File: src/rtl/osc_pkg.sv
package osc_pkg;

  // 2.16 fixed point, used for positions, velocities and constants
  typedef logic signed [17:0] sample_t;

  // acceleration sum, three extra bits of headroom
  typedef logic signed [20:0] accel_t;

  typedef logic [9:0] col_t;       // screen column
  typedef logic [8:0] row_t;       // screen row
  typedef logic [1:0] color_t;     // 1 = trace 1, 2 = trace 2
  typedef logic [7:0] apb_addr_t;  // APB byte address

  // register map
  localparam apb_addr_t REG_CTRL    = 8'h00;
  localparam apb_addr_t REG_K1      = 8'h04;
  localparam apb_addr_t REG_K2      = 8'h08;
  localparam apb_addr_t REG_KMID    = 8'h0C;
  localparam apb_addr_t REG_DAMP    = 8'h10;
  localparam apb_addr_t REG_X1_INIT = 8'h14;
  localparam apb_addr_t REG_X2_INIT = 8'h18;
  localparam apb_addr_t REG_V1_INIT = 8'h1C;
  localparam apb_addr_t REG_V2_INIT = 8'h20;
  localparam apb_addr_t REG_STATUS  = 8'h24;  // read only

  // plotter sequencing
  typedef enum logic [1:0] {
    PLOT_WAIT,    // waiting for the next step
    PLOT_TRACE1,  // writing trace 1 pixel
    PLOT_TRACE2,  // writing trace 2 pixel
    PLOT_DONE     // sweep finished, no more writes
  } plot_state_t;

endpackage

File: src/rtl/osc_params_if.sv
`timescale 1ns/1ps

interface osc_params_if;
  import osc_pkg::*;

  sample_t k1;       // left spring
  sample_t k2;       // right spring
  sample_t kmid;     // coupling spring
  sample_t damp;
  sample_t x1_init;
  sample_t x2_init;
  sample_t v1_init;
  sample_t v2_init;
  logic    run;

  // register block drives everything
  modport cfg (output k1, k2, kmid, damp, x1_init, x2_init, v1_init, v2_init, run);

  modport core (input k1, k2, kmid, damp, x1_init, x2_init, v1_init, v2_init, run);

  // plotter only needs the run bit
  modport plot (input run);

endinterface

File: src/rtl/osc_regs.sv
`timescale 1ns/1ps

module osc_regs (
  input  logic                AnalogClock,
  input  logic                reset,
  input  logic                psel,
  input  logic                penable,
  input  logic                pwrite,
  input  osc_pkg::apb_addr_t  paddr,
  input  logic [31:0]         pwdata,
  output logic [31:0]         prdata,
  output logic                pready,
  output logic                pslverr,
  input  logic                sweep_done,
  osc_params_if.cfg           cfg
);
  import osc_pkg::*;

  sample_t k1_q, k2_q, kmid_q, damp_q;
  sample_t x1_init_q, x2_init_q, v1_init_q, v2_init_q;
  logic    run_q;
  logic    access;
  logic    addr_hit;
  logic    wr_en;

  function automatic logic [31:0] sext(input sample_t v);
    return {{14{v[17]}}, v};
  endfunction

  assign pready = 1'b1;  // zero wait states
  assign access = psel && penable;
  assign wr_en  = access && pwrite && !pslverr;

  // writing the read-only status is an error
  assign pslverr = access && (!addr_hit || (pwrite && paddr == REG_STATUS));

  always_ff @(posedge AnalogClock)
  begin
    if (reset)
    begin
      run_q     <= 1'b0;
      k1_q      <= '0;
      k2_q      <= '0;
      kmid_q    <= '0;
      damp_q    <= '0;
      x1_init_q <= '0;
      x2_init_q <= '0;
      v1_init_q <= '0;
      v2_init_q <= '0;
    end
    else if (wr_en)
    begin
      case (paddr)
        REG_CTRL:    run_q     <= pwdata[0];
        REG_K1:      k1_q      <= pwdata[17:0];
        REG_K2:      k2_q      <= pwdata[17:0];
        REG_KMID:    kmid_q    <= pwdata[17:0];
        REG_DAMP:    damp_q    <= pwdata[17:0];
        REG_X1_INIT: x1_init_q <= pwdata[17:0];
        REG_X2_INIT: x2_init_q <= pwdata[17:0];
        REG_V1_INIT: v1_init_q <= pwdata[17:0];
        REG_V2_INIT: v2_init_q <= pwdata[17:0];
        default: ;
      endcase
    end
  end

  // read mux flags unmapped addresses too
  always_comb
  begin
    prdata   = '0;
    addr_hit = 1'b1;
    case (paddr)
      REG_CTRL:    prdata = {31'd0, run_q};
      REG_K1:      prdata = sext(k1_q);
      REG_K2:      prdata = sext(k2_q);
      REG_KMID:    prdata = sext(kmid_q);
      REG_DAMP:    prdata = sext(damp_q);
      REG_X1_INIT: prdata = sext(x1_init_q);
      REG_X2_INIT: prdata = sext(x2_init_q);
      REG_V1_INIT: prdata = sext(v1_init_q);
      REG_V2_INIT: prdata = sext(v2_init_q);
      REG_STATUS:  prdata = {31'd0, sweep_done};
      default:     addr_hit = 1'b0;
    endcase
  end

  assign cfg.run     = run_q;
  assign cfg.k1      = k1_q;
  assign cfg.k2      = k2_q;
  assign cfg.kmid    = kmid_q;
  assign cfg.damp    = damp_q;
  assign cfg.x1_init = x1_init_q;
  assign cfg.x2_init = x2_init_q;
  assign cfg.v1_init = v1_init_q;
  assign cfg.v2_init = v2_init_q;

endmodule

File: src/flat_wrapper.sv
// flat-port wrapper written by rule: the top's interface ports become plain ports
module osc_regs_flat import osc_pkg::*;
  (AnalogClock, reset, psel, penable, pwrite, paddr, pwdata, prdata, pready, pslverr, sweep_done, cfg_k1, cfg_k2, cfg_kmid, cfg_damp, cfg_x1_init, cfg_x2_init, cfg_v1_init, cfg_v2_init, cfg_run);
  osc_params_if cfg_i ();
  input  logic AnalogClock;
  input  logic reset;
  input  logic psel;
  input  logic penable;
  input  logic pwrite;
  input  osc_pkg::apb_addr_t paddr;
  input  logic [31:0] pwdata;
  output logic [31:0] prdata;
  output logic pready;
  output logic pslverr;
  input  logic sweep_done;
  output wire logic [$bits(cfg_i.k1)-1:0] cfg_k1;
  output wire logic [$bits(cfg_i.k2)-1:0] cfg_k2;
  output wire logic [$bits(cfg_i.kmid)-1:0] cfg_kmid;
  output wire logic [$bits(cfg_i.damp)-1:0] cfg_damp;
  output wire logic [$bits(cfg_i.x1_init)-1:0] cfg_x1_init;
  output wire logic [$bits(cfg_i.x2_init)-1:0] cfg_x2_init;
  output wire logic [$bits(cfg_i.v1_init)-1:0] cfg_v1_init;
  output wire logic [$bits(cfg_i.v2_init)-1:0] cfg_v2_init;
  output wire logic [$bits(cfg_i.run)-1:0] cfg_run;
  assign cfg_k1 = cfg_i.k1;
  assign cfg_k2 = cfg_i.k2;
  assign cfg_kmid = cfg_i.kmid;
  assign cfg_damp = cfg_i.damp;
  assign cfg_x1_init = cfg_i.x1_init;
  assign cfg_x2_init = cfg_i.x2_init;
  assign cfg_v1_init = cfg_i.v1_init;
  assign cfg_v2_init = cfg_i.v2_init;
  assign cfg_run = cfg_i.run;
  osc_regs u_core (.AnalogClock(AnalogClock), .reset(reset), .psel(psel), .penable(penable), .pwrite(pwrite), .paddr(paddr), .pwdata(pwdata), .prdata(prdata), .pready(pready), .pslverr(pslverr), .sweep_done(sweep_done), .cfg(cfg_i));
endmodule
File: config.mk
export PLATFORM = sky130hd
export DESIGN_NAME = osc_regs_flat
export DESIGN_NICKNAME = d
export VERILOG_FILES = /design/src/rtl/osc_pkg.sv /design/src/rtl/osc_params_if.sv /design/src/rtl/osc_regs.sv /design/src/flat_wrapper.sv
export SDC_FILE = /design/constraint.sdc
export NUM_CORES = 1
export LEC_CHECK = 0
export BUFFER_PORTS_ARGS = -buffer_cell sky130_fd_sc_hd__buf_4
export CAP_MARGIN = 20
export CORE_MARGIN = 3
export CORE_UTILIZATION = 55
export CTS_CLUSTER_DIAMETER = 40
export DETAILED_ROUTE_END_ITERATION = 10
export PLACE_DENSITY = 0.86
export SETUP_SLACK_MARGIN = 0.1
export SLEW_MARGIN = 20
export SYNTH_ARGS = -nofsm -noshare
export SYNTH_HDL_FRONTEND = slang
export SYNTH_SLANG_ARGS = --single-unit
File: constraint.sdc
create_clock -name AnalogClock -period 2.3 [get_ports AnalogClock]
set_input_delay 0 -clock AnalogClock [delete_from_list [all_inputs] [get_ports AnalogClock]]
set_output_delay 0 -clock AnalogClock [all_outputs]
set_load 0.03 [all_outputs]
==> qor.txt <==
status: finished, final reports clean
cells on worst reg2reg path: 2
CP Max Fanout: 31
Non-Filler Instances: 1131
Worst Hold Class: in -> reg
WL/cell: 21.8 µm
Finished Cell Area: 9290 µm²
DRC violation count after routing: 0
PortBufs: 209
FILL cells: 846
GP Congestion: 0.927
max_cap viols: 0
Vias/cell: 6.21
synth-to-layout area growth: 33.1%
worst hold stages: 4
vias post-DR: 7018
CP Capture Type: output pin
clk slew on worst S/H paths: 0.06 ns
crit path DAT: 2.04 ns
Total Routed Length: 24700 µm
setup repair after global routing missed its margin: false
Seq. cell area: 2900 µm²
worst-margin pin slew: 0.646 ns
fin crit period: 2.04 ns
top_reg_cell synth: dfxtp_1
Initial DRC Count: 845
pre-CTS setup slack: 0.377 ns
CTS tree: yes
final hold violation count: 0
Pre-antenna DRT Iters: 6
synthesized netlist net count: 804
fmax: 491 MHz
met3 wire len: 2660 µm
Slew headroom: 56.9%
fin crit share: 88.5%
synthesized instance count: 758
HP Start: paddr[4]
skew final: 0 ns
met1 wire length: 9340 µm
critical path, cell by cell: buf_4 -> nor4b_4 -> buf_4 -> and2_1 -> a222oi_1 -> nand2_1 -> buf_4
VDD IR max: 0.425 mV
largest net degree at the start of global routing: 77
Die Span Y: 119 µm
Ports: 225
worst reg2reg path startpoint: u_core.cfg.damp[3]
first-pass GRT wire length: 37300 µm
CP max-delay cell: buf_4
final design utilization: 76.1%
number of flops mapped to enable cells by yosys: 0
Nets: 996
worst setup path class: in -> out
Cell variety after synth: 58
gr ovfl total: 0
DR WL met2: 11300 µm
vias in the first global route: 6616
commonest non-fill, non-tap cells in the layout: buf_4 (247), dfxtp_1 (145), nor2_1 (120), mux2i_1 (115), nand2_1 (51)
Post-Syn Area: 6980 µm²
final worst slack: 0.264 ns
Critical Path Start Type: input pin
# placed instances: 1080
power per cell area: 606 nW/µm²
leakage power: 4.31 nW
number of synthesized register bits: 145
Post-synth ARST share: 0%
R2R Path End: u_core.cfg.damp[3]
fraction of layout cells with a size suffix above 1: 31.7%
CP max stage delay: 0.40 ns
setup bufs post-CTS: 0
final antenna-violating net count: 0
htree depth: 4
CP required: 2.30 ns
starting density of the core: 57.2%
Hold EP: u_core.cfg.run
antenna violations before repair: 0
Core Rows: 40
most frequent CP cell: buf_4
top sig layer: met4
multi-input gate area in the final layout: 3490 µm²
GR Util All Layers: 33.9%
ant diodes: 0
Post-Syn Area per Cell: 9.21 µm²
Max clock buf depth: 2
Pins Over Slew Limit: 0
die width: 119 µm
Core Area: 12200 µm²
Post-Place Cell Area: 8500 µm²
Final setup viols: 0
most common cell after layout, fill and taps aside: buf_4
Clock Tree Root: clkbuf_16
CTS buffer count: 17
flop-to-flop setup slack: 1.50 ns
clk sinks: 145
register area share after synthesis: 41.6%
TNS Setup: 0 ns
worst skew pair latency: 0.42 ns
HPWL Detailed: 16400 µm
Synthesis Warnings: 0
die footprint: 14100 µm²
[metrics by stage]
stage	total power, mW	hold WS [ns]
after floorplan	2.76	0.156
after global placement	2.86	0.299
after detailed placement	2.86	0.305
after CTS	5.62	0.110
after global routing	5.75	0.188
final	5.63	0.145
[timing repair]
item,CTS,global route
hold buffers,19,0
gates resized for setup,0,0
endpoints found under the hold margin,145,0
[registers in the layout, summed over array words and instances (netlist names)]
name                cells
u_core.cfg.x1_init     18
u_core.cfg.v2_init     18
u_core.cfg.kmid        18
u_core.cfg.run          1
u_core.cfg.x2_init     18
u_core.cfg.damp        18
u_core.cfg.k2          18
u_core.cfg.k1          18
u_core.cfg.v1_init     18
[worst max-delay path by stage]
stage               depth (start not counted)    endpoint      from  slack (ns)
global route                                7  prdata[29]  paddr[3]        0.14
CTS                                         7  prdata[22]  paddr[3]        0.36
finish                                      7  prdata[22]  paddr[3]        0.26
floorplan                                   7  prdata[18]  paddr[2]        0.48
detailed placement                          7  prdata[22]  paddr[3]        0.38
global placement                            7  prdata[20]  paddr[3]        0.40
[kinds of logic (layout without fill, tap and decap cells)]
group / Yosys count / after routing / synth area share [%]
buffers and inverters: 97 / 302 / 8.44
flip-flops: 145 / 145 / 41.6
other: 1 / 1 / 0.0537
multiplexers: 127 / 127 / 19.1
AND/OR/NAND/NOR: 253 / 253 / 17.9
AO/OA/AOI/OAI: 135 / 135 / 12.9
[where the power goes]
group          total (mW)  leakage [nW]  internal [mW]  switching (mW)
registers            2.51          1.17           2.51        0.000352
clock network        2.78         0.301           1.73            1.05
logic               0.337          2.84          0.114           0.223
total                5.63          4.31           4.36            1.28
[layout make-up]
class / count / area share, %
clock buffer: 22 / 5.32
clock inverter: 10 / 1.14
inverter: 2 / 0.0808
multi-input combinational: 516 / 37.5
sequential: 145 / 31.2
tap: 168 / 2.26
timing repair buffer: 268 / 22.4
[synthesized netlist by cell type (all sizes together) (3+ instances only)]
cell type	n	share of area, %
a21oi	41	2.9
a221o	6	0.86
a222oi	4	0.57
a22o	15	1.9
a22oi	21	2.3
and2	4	0.36
and3	5	0.45
buf	57	6.3
clkbuf	38	2.0
dfxtp	145	42
mux2	8	1.3
mux2i	115	16
mux4	4	1.3
nand2	51	2.7
nand3	30	2.2
nand3b	4	0.43
nand4	6	0.63
nor2	120	6.5
nor2b	5	0.45
nor3	4	0.36
nor4	4	0.75
nor4b	4	1.1
o211ai	4	0.43
o21ai	28	2.0
o2bb2ai	3	0.38
o32ai	3	0.38
[metal layers]
layer | GRT usage (%) | vias up
met4 | 20.2 | 0
met2 | 53.0 | 497
li1 | - | 3060
met1 | 42.6 | 3353
met5 | 0 | -
met3 | 7.99 | 108
[worst max-delay path, delay by kind of cell]
| kind | cells | cell delay (ns) |
|---|---|---|
| simple gates | 3 | 1.01 |
| buf+inv | 3 | 0.90 |
| compound gates | 1 | 0.12 |
No activity file was read; power rests on OpenSTA's default activity.
