==> src/rtl/osc_pkg.sv <==
package osc_pkg;

  // 2.16 fixed point, used for positions, velocities and constants
  typedef logic signed [17:0] sample_t;

  // acceleration sum, three extra bits of headroom
  typedef logic signed [20:0] accel_t;

  typedef logic [9:0] col_t;       // screen column
  typedef logic [8:0] row_t;       // screen row
  typedef logic [1:0] color_t;     // 1 = trace 1, 2 = trace 2
  typedef logic [7:0] apb_addr_t;  // APB byte address

  // register map
  localparam apb_addr_t REG_CTRL    = 8'h00;
  localparam apb_addr_t REG_K1      = 8'h04;
  localparam apb_addr_t REG_K2      = 8'h08;
  localparam apb_addr_t REG_KMID    = 8'h0C;
  localparam apb_addr_t REG_DAMP    = 8'h10;
  localparam apb_addr_t REG_X1_INIT = 8'h14;
  localparam apb_addr_t REG_X2_INIT = 8'h18;
  localparam apb_addr_t REG_V1_INIT = 8'h1C;
  localparam apb_addr_t REG_V2_INIT = 8'h20;
  localparam apb_addr_t REG_STATUS  = 8'h24;  // read only

  // plotter sequencing
  typedef enum logic [1:0] {
    PLOT_WAIT,    // waiting for the next step
    PLOT_TRACE1,  // writing trace 1 pixel
    PLOT_TRACE2,  // writing trace 2 pixel
    PLOT_DONE     // sweep finished, no more writes
  } plot_state_t;

endpackage

==> src/rtl/osc_params_if.sv <==
`timescale 1ns/1ps

interface osc_params_if;
  import osc_pkg::*;

  sample_t k1;       // left spring
  sample_t k2;       // right spring
  sample_t kmid;     // coupling spring
  sample_t damp;
  sample_t x1_init;
  sample_t x2_init;
  sample_t v1_init;
  sample_t v2_init;
  logic    run;

  // register block drives everything
  modport cfg (output k1, k2, kmid, damp, x1_init, x2_init, v1_init, v2_init, run);

  modport core (input k1, k2, kmid, damp, x1_init, x2_init, v1_init, v2_init, run);

  // plotter only needs the run bit
  modport plot (input run);

endinterface

==> src/rtl/euler_integrator.sv <==
`timescale 1ns/1ps

module euler_integrator #(
  parameter int IN_WIDTH = 18,
  parameter int DT_SHIFT = 8
) (
  input  logic                        AnalogClock,
  input  logic                        reset,
  input  logic                        run,
  input  logic                        step_en,
  input  osc_pkg::sample_t            init_value,
  input  logic signed [IN_WIDTH-1:0]  rate,
  output osc_pkg::sample_t            state
);
  import osc_pkg::*;

  logic signed [IN_WIDTH-1:0] rate_dt;

  // dt as a power of two
  assign rate_dt = rate >>> DT_SHIFT;

  always_ff @(posedge AnalogClock)
  begin
    if (reset)
      state <= '0;
    else if (!run)
      state <= init_value;  // preload while idle
    else if (step_en)
      state <= state + sample_t'(rate_dt);  // wraps at 18 bits
  end

endmodule

==> src/rtl/spring_core.sv <==
`timescale 1ns/1ps

module spring_core #(
  parameter int STEP_DIV = 32,
  parameter int DT_SHIFT = 8
) (
  input  logic              AnalogClock,
  input  logic              reset,
  osc_params_if.core        params,
  output osc_pkg::sample_t  x1,
  output osc_pkg::sample_t  x2,
  output logic              step_done
);
  import osc_pkg::*;

  localparam int CNT_W = $clog2(STEP_DIV);

  logic [CNT_W-1:0] div_cnt;
  logic             step_en;

  sample_t v1, v2;
  sample_t dx;                       // x2 - x1, wraps
  sample_t k1_x1, k2_x2, kmid_dx;
  sample_t damp_v1, damp_v2;
  accel_t  a1, a2;

  // 18x18 product back into 2.16
  function automatic sample_t scaled(input sample_t a, input sample_t b);
    logic signed [35:0] prod;
    prod = a * b;
    return prod[33:16];
  endfunction

  // step divider, parked at zero while stopped
  always_ff @(posedge AnalogClock)
  begin
    if (reset || !params.run)
      div_cnt <= '0;
    else if (div_cnt == CNT_W'(STEP_DIV - 1))
      div_cnt <= '0;
    else
      div_cnt <= div_cnt + 1'b1;
  end

  assign step_en = params.run && (div_cnt == CNT_W'(STEP_DIV - 1));

  always_ff @(posedge AnalogClock)
  begin
    if (reset)
      step_done <= 1'b0;
    else
      step_done <= step_en;  // state updated on this edge
  end

  assign dx      = x2 - x1;
  assign k1_x1   = scaled(params.k1, x1);
  assign k2_x2   = scaled(params.k2, x2);
  assign kmid_dx = scaled(params.kmid, dx);
  assign damp_v1 = scaled(params.damp, v1);
  assign damp_v2 = scaled(params.damp, v2);

  // coupling spring pulls the masses toward each other
  assign a1 = -accel_t'(k1_x1) + accel_t'(kmid_dx) - accel_t'(damp_v1);
  assign a2 = -accel_t'(k2_x2) - accel_t'(kmid_dx) - accel_t'(damp_v2);

  euler_integrator #(.IN_WIDTH($bits(accel_t)), .DT_SHIFT(DT_SHIFT)) v1_int (
    .AnalogClock (AnalogClock),
    .reset       (reset),
    .run         (params.run),
    .step_en     (step_en),
    .init_value  (params.v1_init),
    .rate        (a1),
    .state       (v1)
  );

  euler_integrator #(.IN_WIDTH($bits(sample_t)), .DT_SHIFT(DT_SHIFT)) x1_int (
    .AnalogClock (AnalogClock),
    .reset       (reset),
    .run         (params.run),
    .step_en     (step_en),
    .init_value  (params.x1_init),
    .rate        (v1),
    .state       (x1)
  );

  euler_integrator #(.IN_WIDTH($bits(accel_t)), .DT_SHIFT(DT_SHIFT)) v2_int (
    .AnalogClock (AnalogClock),
    .reset       (reset),
    .run         (params.run),
    .step_en     (step_en),
    .init_value  (params.v2_init),
    .rate        (a2),
    .state       (v2)
  );

  euler_integrator #(.IN_WIDTH($bits(sample_t)), .DT_SHIFT(DT_SHIFT)) x2_int (
    .AnalogClock (AnalogClock),
    .reset       (reset),
    .run         (params.run),
    .step_en     (step_en),
    .init_value  (params.x2_init),
    .rate        (v2),
    .state       (x2)
  );

  a_single_step_done: assert property (@(posedge AnalogClock) disable iff (reset)
    step_done |=> !step_done)
    else $error("step_done held for two cycles");

endmodule

==> src/flat_wrapper.sv <==
// flat-port wrapper written by rule: the top's interface ports become plain ports
module spring_core_flat import osc_pkg::*;
#(
  parameter int STEP_DIV = 32,
  parameter int DT_SHIFT = 8
)
  (AnalogClock, reset, x1, x2, step_done, params_k1, params_k2, params_kmid, params_damp, params_x1_init, params_x2_init, params_v1_init, params_v2_init, params_run);
  osc_params_if params_i ();
  input  logic AnalogClock;
  input  logic reset;
  output osc_pkg::sample_t x1;
  output osc_pkg::sample_t x2;
  output logic step_done;
  input wire logic [$bits(params_i.k1)-1:0] params_k1;
  input wire logic [$bits(params_i.k2)-1:0] params_k2;
  input wire logic [$bits(params_i.kmid)-1:0] params_kmid;
  input wire logic [$bits(params_i.damp)-1:0] params_damp;
  input wire logic [$bits(params_i.x1_init)-1:0] params_x1_init;
  input wire logic [$bits(params_i.x2_init)-1:0] params_x2_init;
  input wire logic [$bits(params_i.v1_init)-1:0] params_v1_init;
  input wire logic [$bits(params_i.v2_init)-1:0] params_v2_init;
  input wire logic [$bits(params_i.run)-1:0] params_run;
  assign params_i.k1 = params_k1;
  assign params_i.k2 = params_k2;
  assign params_i.kmid = params_kmid;
  assign params_i.damp = params_damp;
  assign params_i.x1_init = params_x1_init;
  assign params_i.x2_init = params_x2_init;
  assign params_i.v1_init = params_v1_init;
  assign params_i.v2_init = params_v2_init;
  assign params_i.run = params_run;
  spring_core #(.STEP_DIV(STEP_DIV), .DT_SHIFT(DT_SHIFT)) u_core (.AnalogClock(AnalogClock), .reset(reset), .params(params_i), .x1(x1), .x2(x2), .step_done(step_done));
endmodule
==> config.mk <==
export PLATFORM = sky130hd
export DESIGN_NAME = spring_core_flat
export DESIGN_NICKNAME = d
export VERILOG_FILES = /design/src/rtl/osc_pkg.sv /design/src/rtl/osc_params_if.sv /design/src/rtl/euler_integrator.sv /design/src/rtl/spring_core.sv /design/src/flat_wrapper.sv
export SDC_FILE = /design/constraint.sdc
export NUM_CORES = 2
export LEC_CHECK = 0
export BUFFER_PORTS_ARGS = -buffer_cell sky130_fd_sc_hd__buf_2
export CORE_MARGIN = 5
export CORE_UTILIZATION = 67
export CTS_CLUSTER_DIAMETER = 30
export DETAILED_ROUTE_END_ITERATION = 6
export GPL_TIMING_DRIVEN = 0
export PLACE_DENSITY = 0.82
export SYNTH_ARGS = -nofsm -noshare
export SYNTH_HDL_FRONTEND = slang
export SYNTH_HIERARCHICAL = 1
export SYNTH_SLANG_ARGS = --single-unit
==> constraint.sdc <==
create_clock -name AnalogClock -period 18 [get_ports AnalogClock]
set_input_delay 3.6 -clock AnalogClock [delete_from_list [all_inputs] [get_ports AnalogClock]]
set_output_delay 3.6 -clock AnalogClock [all_outputs]
set_load 0.05 [all_outputs]
==> flow_summary_export.csv <==
group,metric,value,unit
hold_path,min_path_cells,1,
clocking,clock-sinks,78,
synthesis,syn_area,65200,um2
timing,whs,454,ps
route,ant_nets,0,
clocking,post_cts_buffers,0,
global_routing,antenna_found_initial,14,
route,wl_per_cell,21.1,um
floorplanning,io_pins,184,
synthesis,ys_warn_count,6,
timing,hold_violations,0,
clocking,clkLatencyLatePin,370,ps
floorplanning,fp.dieH,322,um
worst_setup_path,cp-start-kind,"flop",
clocking,cts_tree,"built",
synthesis,syn_area_per_cell,9.00,um2
layout,fillers,7409,
route,vias_per_cell,5.84,
synthesis,syn_nets,9569,
timing,fin_tns_setup,0,ps
hold_path,worstHoldEndpoint,"u_core/div_cnt[0]",
worst_setup_path,critical_path.top_delay_family,"adder cells",
timing,post-route-period-util,87.3,%
layout,area_growth,4.12,%
placed_design,io_buffers,146,
worst_setup_path,worst-setup-path-type,"flop to flop",
hold_path,hold_class,"flop to flop",
timing,period_needed,15720,ps
floorplanning,die_width,322,um
floorplanning,die_area,104000,um2
worst_setup_path,critical_path_buf_inv_count,8,
timing,slew_headroom,7.16,%
worst_setup_path,rr_startpoint,"u_core/x2_int/state[0]",
timing,fmax,63.6,MHz
layout,drive_above_1_share,3.09,%
worst_setup_path,cp_data_arrival_time,15940,ps
floorplanning,rows,114,
timing,rsz0062_at_grt,"false",
floorplanning,start_util,67.4,%
timing,drv_slew,0,
worst_setup_path,reg2reg_depth,51,
timing,setup_viol,0,
worst_setup_path,setup.worst_path.end_class,"flop",
global_routing,grt-ovfl-total,0,
worst_setup_path,cpPeakStageDelay,820,ps
global_routing,first_global_vias,54912,
placed_design,place_hpwl,157000,um
route,wirelength,183000,um
clocking,cts_resized,0,
global_routing,grt_max_degree,29,
clocking,h-tree-depth,3,
hold_path,hold_start,"u_core/div_cnt[0]",
worst_setup_path,reg2reg_to,"u_core/v2_int/state[17]",
clocking,root_buffer,"clkbuf_16",
worst_setup_path,cp_common_cell,"fa_1",
route,drtIter0Drc,4610,
clocking,clkSlewWorstSetupHoldPaths,70,ps
flow_run,max-cap-violations,0,
worst_setup_path,cp_max_fo,10,
clocking,hold_buffers,0,
timing,worst_pin_slew,1380,ps
global_routing,grt_pass1_wl,294000,um
worst_setup_path,crit_start,"u_core/x2_int/state[0]",
layout,fin_nets,9728,
outcome,failed_checks,"DRC",
clocking,clockBufferDepth,2,
route,drt-pass1-iter-count,7,
worst_setup_path,slowest_stage,"xnor2_1",
worst_setup_path,required,18220,ps
synthesis,synth_cells,7241,
clocking,cts_buffers,9,
outcome,status,"finished with violations",
route,drc,1,
global_routing,grt_usage,36.4,%
floorplanning,core_area,96700,um2
placed_design,gp_congestion,1.00,
timing,clock_skew,11.6,ps
worst_setup_path,r2r_setup_slack,2280,ps
route,vias,50718,
==> final cells by class <==
| type | count | area, um2 | area share, % |
|---|---|---|---|
| inverter | 1694 | 6360 | 9.37 |
| sequential | 78 | 1560 | 2.30 |
| tap | 1276 | 1600 | 2.35 |
| antenna | 8 | 20.0 | 0.0295 |
| buffer | 314 | 1190 | 1.75 |
| multi-input combinational | 5155 | 56100 | 82.6 |
| clock buffer | 9 | 225 | 0.332 |
| clock inverter | 7 | 85.1 | 0.125 |
| timing repair buffer | 148 | 749 | 1.10 |
==> placed cells by master, fill, tap and decap left out, types with 149 or more instances in the layout <==
cell,count
inv_1,1694
nor2_1,164
fa_1,1611
a21oi_1,156
ha_1,570
xnor2_1,169
clkbuf_1,302
buf_2,149
and2_1,539
nand2_1,1046
==> state kept, by name (all words and copies together) (netlist names) <==
| register | cells |
|---|---|
| u_core/div_cnt | 5 |
| u_core/v1_int/state | 18 |
| u_core/step_done | 1 |
| u_core/x1_int/state | 18 |
| u_core/v2_int/state | 18 |
| u_core/x2_int/state | 18 |
==> worst register-to-register path: cells and delay by family, from the launching register on <==
kind	cells	cell delay (ps)
AO/OA/AOI/OAI	18	3750
flip-flops	1	380
XOR/XNOR	2	1590
AND/OR/NAND/NOR	9	1780
buffers and inverters	8	2290
multiplexers	1	150
adder cells (fa/ha/maj)	13	5660
==> through the flow <==
step                      worst slack, ps  area (um2)  utilization, %  cells
after floorplan                      4340       65200               -   7241
after global placement               1890       67500            69.8   8663
after detailed placement             2780       67500            69.8   8664
after CTS                            2640       67900            70.2   8680
after global routing                 1660       67900            70.2   8684
final                                2280       67900            70.2   8689
==> worst max-delay path by stage <==
| stage | to | depth (start not counted) |
|---|---|---|
| 6_report | u_core/v2_int/state[17] | 51 |
| 4_1_cts | u_core/v2_int/state[17] | 50 |
| 3_3_place_gp | u_core/v1_int/state[17] | 39 |
| 5_1_grt | u_core/v2_int/state[17] | 51 |
| 3_5_place_dp | u_core/v2_int/state[17] | 50 |
| 2_1_floorplan | u_core/v1_int/state[17] | 41 |
==> layer usage <==
metal | up-vias | GRT usage [%] | wire (um)
li1 | 21792 | - | -
met1 | 25426 | 48.7 | 68700
met2 | 2877 | 56.9 | 82300
met3 | 609 | 8.73 | 21400
met4 | 14 | 16.8 | 10600
met5 | - | 0 | 95
Power is not shown: default switching activity piles up to over one toggle a cycle in this logic, so the estimate is an artifact.
