--- src/rtl/osc_pkg.sv ---
package osc_pkg;

  // 2.16 fixed point, used for positions, velocities and constants
  typedef logic signed [17:0] sample_t;

  // acceleration sum, three extra bits of headroom
  typedef logic signed [20:0] accel_t;

  typedef logic [9:0] col_t;       // screen column
  typedef logic [8:0] row_t;       // screen row
  typedef logic [1:0] color_t;     // 1 = trace 1, 2 = trace 2
  typedef logic [7:0] apb_addr_t;  // APB byte address

  // register map
  localparam apb_addr_t REG_CTRL    = 8'h00;
  localparam apb_addr_t REG_K1      = 8'h04;
  localparam apb_addr_t REG_K2      = 8'h08;
  localparam apb_addr_t REG_KMID    = 8'h0C;
  localparam apb_addr_t REG_DAMP    = 8'h10;
  localparam apb_addr_t REG_X1_INIT = 8'h14;
  localparam apb_addr_t REG_X2_INIT = 8'h18;
  localparam apb_addr_t REG_V1_INIT = 8'h1C;
  localparam apb_addr_t REG_V2_INIT = 8'h20;
  localparam apb_addr_t REG_STATUS  = 8'h24;  // read only

  // plotter sequencing
  typedef enum logic [1:0] {
    PLOT_WAIT,    // waiting for the next step
    PLOT_TRACE1,  // writing trace 1 pixel
    PLOT_TRACE2,  // writing trace 2 pixel
    PLOT_DONE     // sweep finished, no more writes
  } plot_state_t;

endpackage

--- src/rtl/osc_params_if.sv ---
`timescale 1ns/1ps

interface osc_params_if;
  import osc_pkg::*;

  sample_t k1;       // left spring
  sample_t k2;       // right spring
  sample_t kmid;     // coupling spring
  sample_t damp;
  sample_t x1_init;
  sample_t x2_init;
  sample_t v1_init;
  sample_t v2_init;
  logic    run;

  // register block drives everything
  modport cfg (output k1, k2, kmid, damp, x1_init, x2_init, v1_init, v2_init, run);

  modport core (input k1, k2, kmid, damp, x1_init, x2_init, v1_init, v2_init, run);

  // plotter only needs the run bit
  modport plot (input run);

endinterface

--- src/rtl/trace_plotter.sv ---
`timescale 1ns/1ps

module trace_plotter #(
  parameter int SCREEN_WIDTH = 640,
  parameter int TRACE1_BASE  = 120,
  parameter int TRACE2_BASE  = 360,
  parameter int Y_SHIFT      = 10
) (
  input  logic              AnalogClock,
  input  logic              reset,
  input  logic              step_done,
  osc_params_if.plot        params,
  input  osc_pkg::sample_t  x1,
  input  osc_pkg::sample_t  x2,
  output logic              pixel_valid,
  output osc_pkg::col_t     pixel_x,
  output osc_pkg::row_t     pixel_y,
  output osc_pkg::color_t   pixel_color,
  output logic              sweep_done
);
  import osc_pkg::*;

  plot_state_t state;
  col_t        col;
  row_t        row1_q, row2_q;

  // positive displacement moves the trace up the screen
  function automatic row_t to_row(input sample_t pos, input int base);
    int r;
    r = base - (int'(pos) >>> Y_SHIFT);
    if (r < 0)
      return '0;
    else if (r > 511)
      return row_t'(511);
    else
      return row_t'(r);
  endfunction

  always_ff @(posedge AnalogClock)
  begin
    if (reset || !params.run)
    begin
      state <= PLOT_WAIT;
      col   <= '0;
    end
    else
    begin
      case (state)
        PLOT_WAIT:   if (step_done) state <= PLOT_TRACE1;
        PLOT_TRACE1: state <= PLOT_TRACE2;
        PLOT_TRACE2:
        begin
          col   <= col + 1'b1;
          state <= (col == col_t'(SCREEN_WIDTH - 1)) ? PLOT_DONE : PLOT_WAIT;
        end
        default: ;  // PLOT_DONE holds until run drops
      endcase
    end
  end

  // rows sampled with the fresh positions
  always_ff @(posedge AnalogClock)
  begin
    if (state == PLOT_WAIT && step_done)
    begin
      row1_q <= to_row(x1, TRACE1_BASE);
      row2_q <= to_row(x2, TRACE2_BASE);
    end
  end

  assign pixel_valid = (state == PLOT_TRACE1) || (state == PLOT_TRACE2);
  assign pixel_x     = col;
  assign pixel_y     = (state == PLOT_TRACE1) ? row1_q : row2_q;
  assign pixel_color = (state == PLOT_TRACE1) ? color_t'(1) : color_t'(2);
  assign sweep_done  = (state == PLOT_DONE);

  a_col_on_screen: assert property (@(posedge AnalogClock) disable iff (reset)
    pixel_valid |-> (pixel_x < SCREEN_WIDTH))
    else $error("pixel column off screen");

endmodule

--- src/flat_wrapper.sv ---
// flat-port wrapper written by rule: the top's interface ports become plain ports
module trace_plotter_flat import osc_pkg::*;
#(
  parameter int SCREEN_WIDTH = 640,
  parameter int TRACE1_BASE  = 120,
  parameter int TRACE2_BASE  = 360,
  parameter int Y_SHIFT      = 10
)
  (AnalogClock, reset, step_done, x1, x2, pixel_valid, pixel_x, pixel_y, pixel_color, sweep_done, params_run);
  osc_params_if params_i ();
  input  logic AnalogClock;
  input  logic reset;
  input  logic step_done;
  input  osc_pkg::sample_t x1;
  input  osc_pkg::sample_t x2;
  output logic pixel_valid;
  output osc_pkg::col_t pixel_x;
  output osc_pkg::row_t pixel_y;
  output osc_pkg::color_t pixel_color;
  output logic sweep_done;
  input wire logic [$bits(params_i.run)-1:0] params_run;
  assign params_i.run = params_run;
  trace_plotter #(.SCREEN_WIDTH(SCREEN_WIDTH), .TRACE1_BASE(TRACE1_BASE), .TRACE2_BASE(TRACE2_BASE), .Y_SHIFT(Y_SHIFT)) u_core (.AnalogClock(AnalogClock), .reset(reset), .step_done(step_done), .params(params_i), .x1(x1), .x2(x2), .pixel_valid(pixel_valid), .pixel_x(pixel_x), .pixel_y(pixel_y), .pixel_color(pixel_color), .sweep_done(sweep_done));
endmodule
--- config.mk ---
export PLATFORM = sky130hd
export DESIGN_NAME = trace_plotter_flat
export DESIGN_NICKNAME = d
export VERILOG_FILES = /design/src/rtl/osc_pkg.sv /design/src/rtl/osc_params_if.sv /design/src/rtl/trace_plotter.sv /design/src/flat_wrapper.sv
export SDC_FILE = /design/constraint.sdc
export NUM_CORES = 1
export LEC_CHECK = 0
export BUFFER_PORTS_ARGS = -buffer_cell sky130_fd_sc_hd__buf_2
export CORE_MARGIN = 1
export CORE_UTILIZATION = 51
export DETAILED_ROUTE_END_ITERATION = 16
export GPL_ROUTABILITY_DRIVEN = 0
export HOLD_SLACK_MARGIN = 0.05
export PLACE_DENSITY_LB_ADDON = 0.15
export SLEW_MARGIN = 20
export SYNTH_ARGS = -nofsm -noshare
export SYNTH_HDL_FRONTEND = slang
export SYNTH_SLANG_ARGS = --single-unit
--- constraint.sdc ---
create_clock -name AnalogClock -period 4.1 [get_ports AnalogClock]
set_clock_uncertainty 0.05 [all_clocks]
set_input_delay 0.82 -clock AnalogClock [delete_from_list [all_inputs] [get_ports AnalogClock]]
set_output_delay 0.82 -clock AnalogClock [all_outputs]
set_load 0.05 [all_outputs]
==> metrics.cfg, run 1 <==
[synth]
synth_edf_count=18
yosys.area.top_type_share_pct=35.1
synth_fp_nets=187
synth_top_area_cell=edfxtp_1
synth_commonest_cells=edfxtp_1, nor2_1, dfxtp_1
netlist_instances=140
netlist_area_sq_um=1540
yosysMostFrequentCell=edfxtp_1
ys.flop_type=edfxtp_1
ys_types=33
yosys_warnings=0
synth_area_leaders=edfxtp_1, dfxtp_1, mux2_2, ha_1, xnor2_1
ys_seq_elements=30
syn_avg_cell_area_sq_um=11.0
yosysSeqAreaShare_pct=50.6
asyncSetResetFlopFracSynth_pct=0

[min_path]
worstHoldEndpoint=u_core.state[1]
min_from=u_core.state[1]
hold_depth=2
worstHoldPathType=flip-flop to flip-flop

[route]
via_count=1149
drc_errors=4
drt_iter0_markers=25
wl_mm=2.69
ant_nets=0
wl_per_cell_microns=12.4
vias_per_cell=5.29
drt_pass1_iterations=11

[power_and_ir_drop]
power.ir.vdd_worst_v=0.000241
total_power_mw=0.612
p_leak_nw=0.788
power_density_nw_per_um2=336

[layout]
utilization_pct=65.0
design_area_sq_um=1820
area_delta_synth_final_pct=18.3
fin_nets=232
final_layout_size_suffix_gt1_share_pct=32.3
n_antenna_cell=0
fin_cells=217

[clock_network]
htree_levels=2
clk_pin_slew_ns=0.09
clk_latency_ns=0.32
hold_buffers=0
clock_sinks=30
cts_root_buffer=clkbuf_4
post_cts_resized=0
clockBufferDepth=2
tritoncts=yes
cts_buffers=5
cts_setup_buffers=0

[worst_setup_path]
crit_buf_inv=2
rrSetupSlack_ns=2.19
slowest_stage=ha_1
crit_path_end_kind=output pin
worstPathCellList=inv_1 > ha_1 > mux2_2 > buf_2
critical_path_class=flip-flop to output pin
r2r-end=u_core.state[0]
r2r-start=u_core.state[0]
worst_setup_path_start_kind=flip-flop
arrival_ns=1.89
required_ns=3.23
path_delay_family=adder cells
rr_worst_depth=6
critPathMaxStageDelay_ns=0.50
worstPathMaxFanout=13

[timing]
hold_viol=0
holdWs_ns=0.483
finalWorstSetupSlack_ns=1.34
worst_pin_slew_ns=0.811
setup_tns_ns=0
final.min_clock_period_ns=2.76
report.final.slew_viol_count=0
post-route-period-util_pct=67.3
rsz0062_at_grt=no
clock.fmax_mhz=362
setup_viol=0
relSlewSlack_pct=45.9

[global_routing]
grt_use_total_pct=18.2
grt_max_degree=20
grt_pass1_vias=1038
antenna_found_initial=0
grt_pass1_wl_mm=4.37
grt_overflow_total=0

[placement]
dpl.cell_count=209
portBuffers=42
dpl_cell_area_sq_um=1770
dp_slack_ns=1.69
dp.final_hpwl_mm=2.01

[floorplan]
initial_utilization_pct=55.0
io_pins=63
num_rows=19
die_area_sq_um=3250
fp.coreArea_sq_um=2810
die_h_microns=57.0
die_w_microns=57.0

[outcome]
status=complete, but fails checks
violations=design-rule violations

[run]
max_cap_violations=0

-- power by group --
group / switching [mW] / internal (mW)
Clock: 0.0945 / 0.0658
Sequential: 0.00361 / 0.338
Combinational: 0.0738 / 0.0359
Total: 0.172 / 0.440
-- worst max-delay path by stage --
stage	start	to	cells after the start
after floorplan	u_core.state[1]	pixel_y[0]	4
after global placement	u_core.state[1]	pixel_y[3]	4
after detailed placement	u_core.state[1]	pixel_y[5]	4
after CTS	u_core.state[1]	pixel_y[5]	4
after global routing	u_core.state[1]	pixel_y[3]	4
final	u_core.state[1]	pixel_y[5]	4
-- cell families after synthesis --
family,Yosys count,share of synthesized area [%]
compound gates,11,4.14
xor+xnor,17,9.66
fa+ha+maj,7,5.68
buf+inv,13,3.25
flops,30,50.6
mux,11,7.87
other cells,1,0.243
simple gates,50,18.5
-- layout by cell type, fill, tap and decap left out --
master     instances
nand3b_4           1
dfxtp_1           12
nand2_1            9
nand3_1            3
clkbuf_4           5
o221ai_1           1
a211oi_1           1
inv_1              9
and4_1             2
clkbuf_1           2
nor3_2             2
xor2_1             8
mux2_2             9
nand4_1            1
a21oi_1            5
edfxtp_1          18
ha_1               7
nor3_1             2
or4_1              1
conb_1             1
a21boi_0           1
or3_1              2
nor2_1            16
and2_1             1
xnor2_1            9
buf_2             42
mux2i_1            2
clkinv_1           1
nand3b_1           2
nand2b_1           2
nor2b_1            2
nand4_2            1
nand4bb_1          1
o21ai_0            3
and3_1             2
-- sequential cells by signal (all words and copies together), names as in the netlist --
register        flops
u_core.pixel_x     10
u_core.row1_q       9
u_core.row2_q       9
u_core.state        2
-- layout make-up --
class	instances	area (sq um)
tap	31	38.8
multi-input combinational	97	711
timing repair buffer	42	210
sequential	30	781
clock buffer	7	45.0
fill	242	982
clock inverter	1	3.75
inverter	9	33.8
-- metal layers --
layer	track usage [%]	vias to the layer above	wire, microns
met4	9.41	0	68
met1	21.5	542	1190
met3	6.80	6	141
met5	0	-	0
met2	28.9	29	1290
li1	-	572	-
-- worst reg2reg max path, cell delays in order, from the launching register on --
cell	delay, ns
dfxtp_1	0.34
inv_1	0.10
ha_1	0.18
and2_1	0.66
a21oi_1	0.17
nor3_1	0.22
a211oi_1	0.07
Note: power is estimated with default switching activity, not from simulation.
==> inputs of run 2 (changes only) <==
- ABC_AREA: not set -> 1
- CORE_UTILIZATION: 51 -> 43
- clock period: 4.1 -> 2.36 ns (I/O delays scaled with it)
==> metrics.cfg, run 2 <==
[outcome]
status=finished clean

[synth]
ys.flop_type=edfxtp_1
synth_fp_nets=247
syn_avg_cell_area_sq_um=8.08
synth_edf_count=18
netlist_area_sq_um=1620
yosysSeqAreaShare_pct=48.3
synth_commonest_cells=nand2_1, inv_1, edfxtp_1, nor2_1, dfxtp_1
asyncSetResetFlopFracSynth_pct=0
yosys.area.top_type_share_pct=33.4
synth_area_leaders=edfxtp_1, dfxtp_1, nand2_1, inv_1, ha_1
synth_top_area_cell=edfxtp_1
yosys_warnings=0
netlist_instances=200
ys_types=25
ys_seq_elements=30
yosysMostFrequentCell=nand2_1

[floorplan]
die_h_microns=63.3
initial_utilization_pct=46.6
die_w_microns=63.3
fp.coreArea_sq_um=3470
die_area_sq_um=4010
io_pins=63
num_rows=21

[layout]
fin_nets=292
nFillCells=370
utilization_pct=58.4
largest_reg_flops=10
multi_input_area_sq_um=708
seqCellArea_sq_um=781
area_delta_synth_final_pct=25.2
final_common_cell=nand2_1
n_antenna_cell=0
final_cell_mix=nand2_1, buf_2, inv_1, edfxtp_1, nor2_1
final_layout_size_suffix_gt1_share_pct=26.4

[worst_setup_path]
slowest_stage=dfxtp_1
path_delay_family=buffers and inverters
crit_path_end_kind=output pin
crit_buf_inv=3
worst_setup_path_start_kind=flip-flop
critical_path_class=flip-flop to output pin
cp_common_cell=inv_1
critPathMaxStageDelay_ns=0.37
worstPathCellList=inv_1 > ha_1 > inv_1 > nand2_1 > nand2_2 > buf_2
rrSetupSlack_ns=0.80
worstPathMaxFanout=12
arrival_ns=1.65
required_ns=1.84

[timing]
worst_pin_slew_ns=0.675
rsz0062_at_grt=no
hold_viol=0
setup_viol=0
final.min_clock_period_ns=2.17
setup_tns_ns=0
clock.fmax_mhz=461
report.final.slew_viol_count=0
holdWs_ns=0.344
post-route-period-util_pct=91.9
relSlewSlack_pct=55.0

[clock_network]
hold_buffers=0
clk_pin_slew_ns=0.06
clockBufferDepth=2
cts_buffers=5
tritoncts=yes
clk_latency_ns=0.28
cts_setup_buffers=0
cts_root_buffer=clkbuf_8
clock_sinks=30
htree_levels=2
post_cts_resized=0

[power_and_ir_drop]
p_leak_nw=0.988
power.ir.vdd_worst_v=0.000387
power_density_nw_per_um2=718
total_power_mw=1.45

[route]
ant_nets=0
wl_mm=2.92
drc_errors=0
wl_per_cell_microns=10.0
vias_per_cell=4.66
via_count=1360
drt_iter0_markers=63
drt_pass1_iterations=4

[global_routing]
grt_overflow_total=0
grt_pass1_vias=1223
grt_use_total_pct=15.2
grt_max_degree=19
grt_pass1_wl_mm=4.62
antenna_found_initial=0

[placement]
portBuffers=42
dp.final_hpwl_mm=2.30

[run]
max_cap_violations=0

[min_path]
worstHoldPathType=input port to flip-flop

-- run 2: where the power goes --
group | total, mW | switching (mW) | internal [mW]
clock | 0.610 | 0.192 | 0.417
sequential | 0.602 | 0.00830 | 0.594
combinational | 0.241 | 0.174 | 0.0668
total | 1.45 | 0.375 | 1.08
-- run 2: metal layers --
layer | global-route usage (%) | up-vias | share of wire (%)
met5 | 0 | - | 0
met4 | 8.52 | 0 | 2.2
met3 | 4.53 | 7 | 4.7
met2 | 27.6 | 32 | 50
met1 | 15.4 | 600 | 43
li1 | - | 721 | -
-- run 2: layout make-up --
class                      instances  area share (%)
timing repair buffer              43            10.8
multi-input combinational        131            35.0
tap                               46            2.84
clock buffer                       5            3.40
sequential                        30            38.6
clock inverter                     3            3.15
inverter                          34            6.30
-- run 2: path summary, 6_finish.rpt --
kind,start,endpoint,cells after the start
worst max register to register,u_core.state[0],u_core.row1_q[2],4
worst max-delay path,u_core.state[1],pixel_y[4],6
worst min-delay path,x2[10],u_core.row2_q[0],1
worst min register to register,u_core.pixel_x[8],u_core.pixel_x[8],2
-- run 2: through the flow --
step | instances | setup slack [ns] | cell area, sq um
floorplan | 200 | 0.0808 | 1640
global placement | 284 | 0.432 | 1890
detailed placement | 284 | 0.445 | 1890
CTS | 292 | 0.140 | 2020
global route | 292 | 0.0562 | 2020
finish | 292 | 0.191 | 2020
-- run 2: cell families (layout without fill, tap and decap cells) --
family | Yosys count | count (layout) | share of synthesized area, %
XOR/XNOR | 10 | 10 | 5.42
buffers and inverters | 39 | 85 | 9.29
adder cells (fa/ha/maj) | 7 | 7 | 5.42
flip-flops | 30 | 30 | 48.3
AO/OA/AOI/OAI | 22 | 22 | 6.89
other | 1 | 1 | 0.232
AND/OR/NAND/NOR | 91 | 91 | 24.5
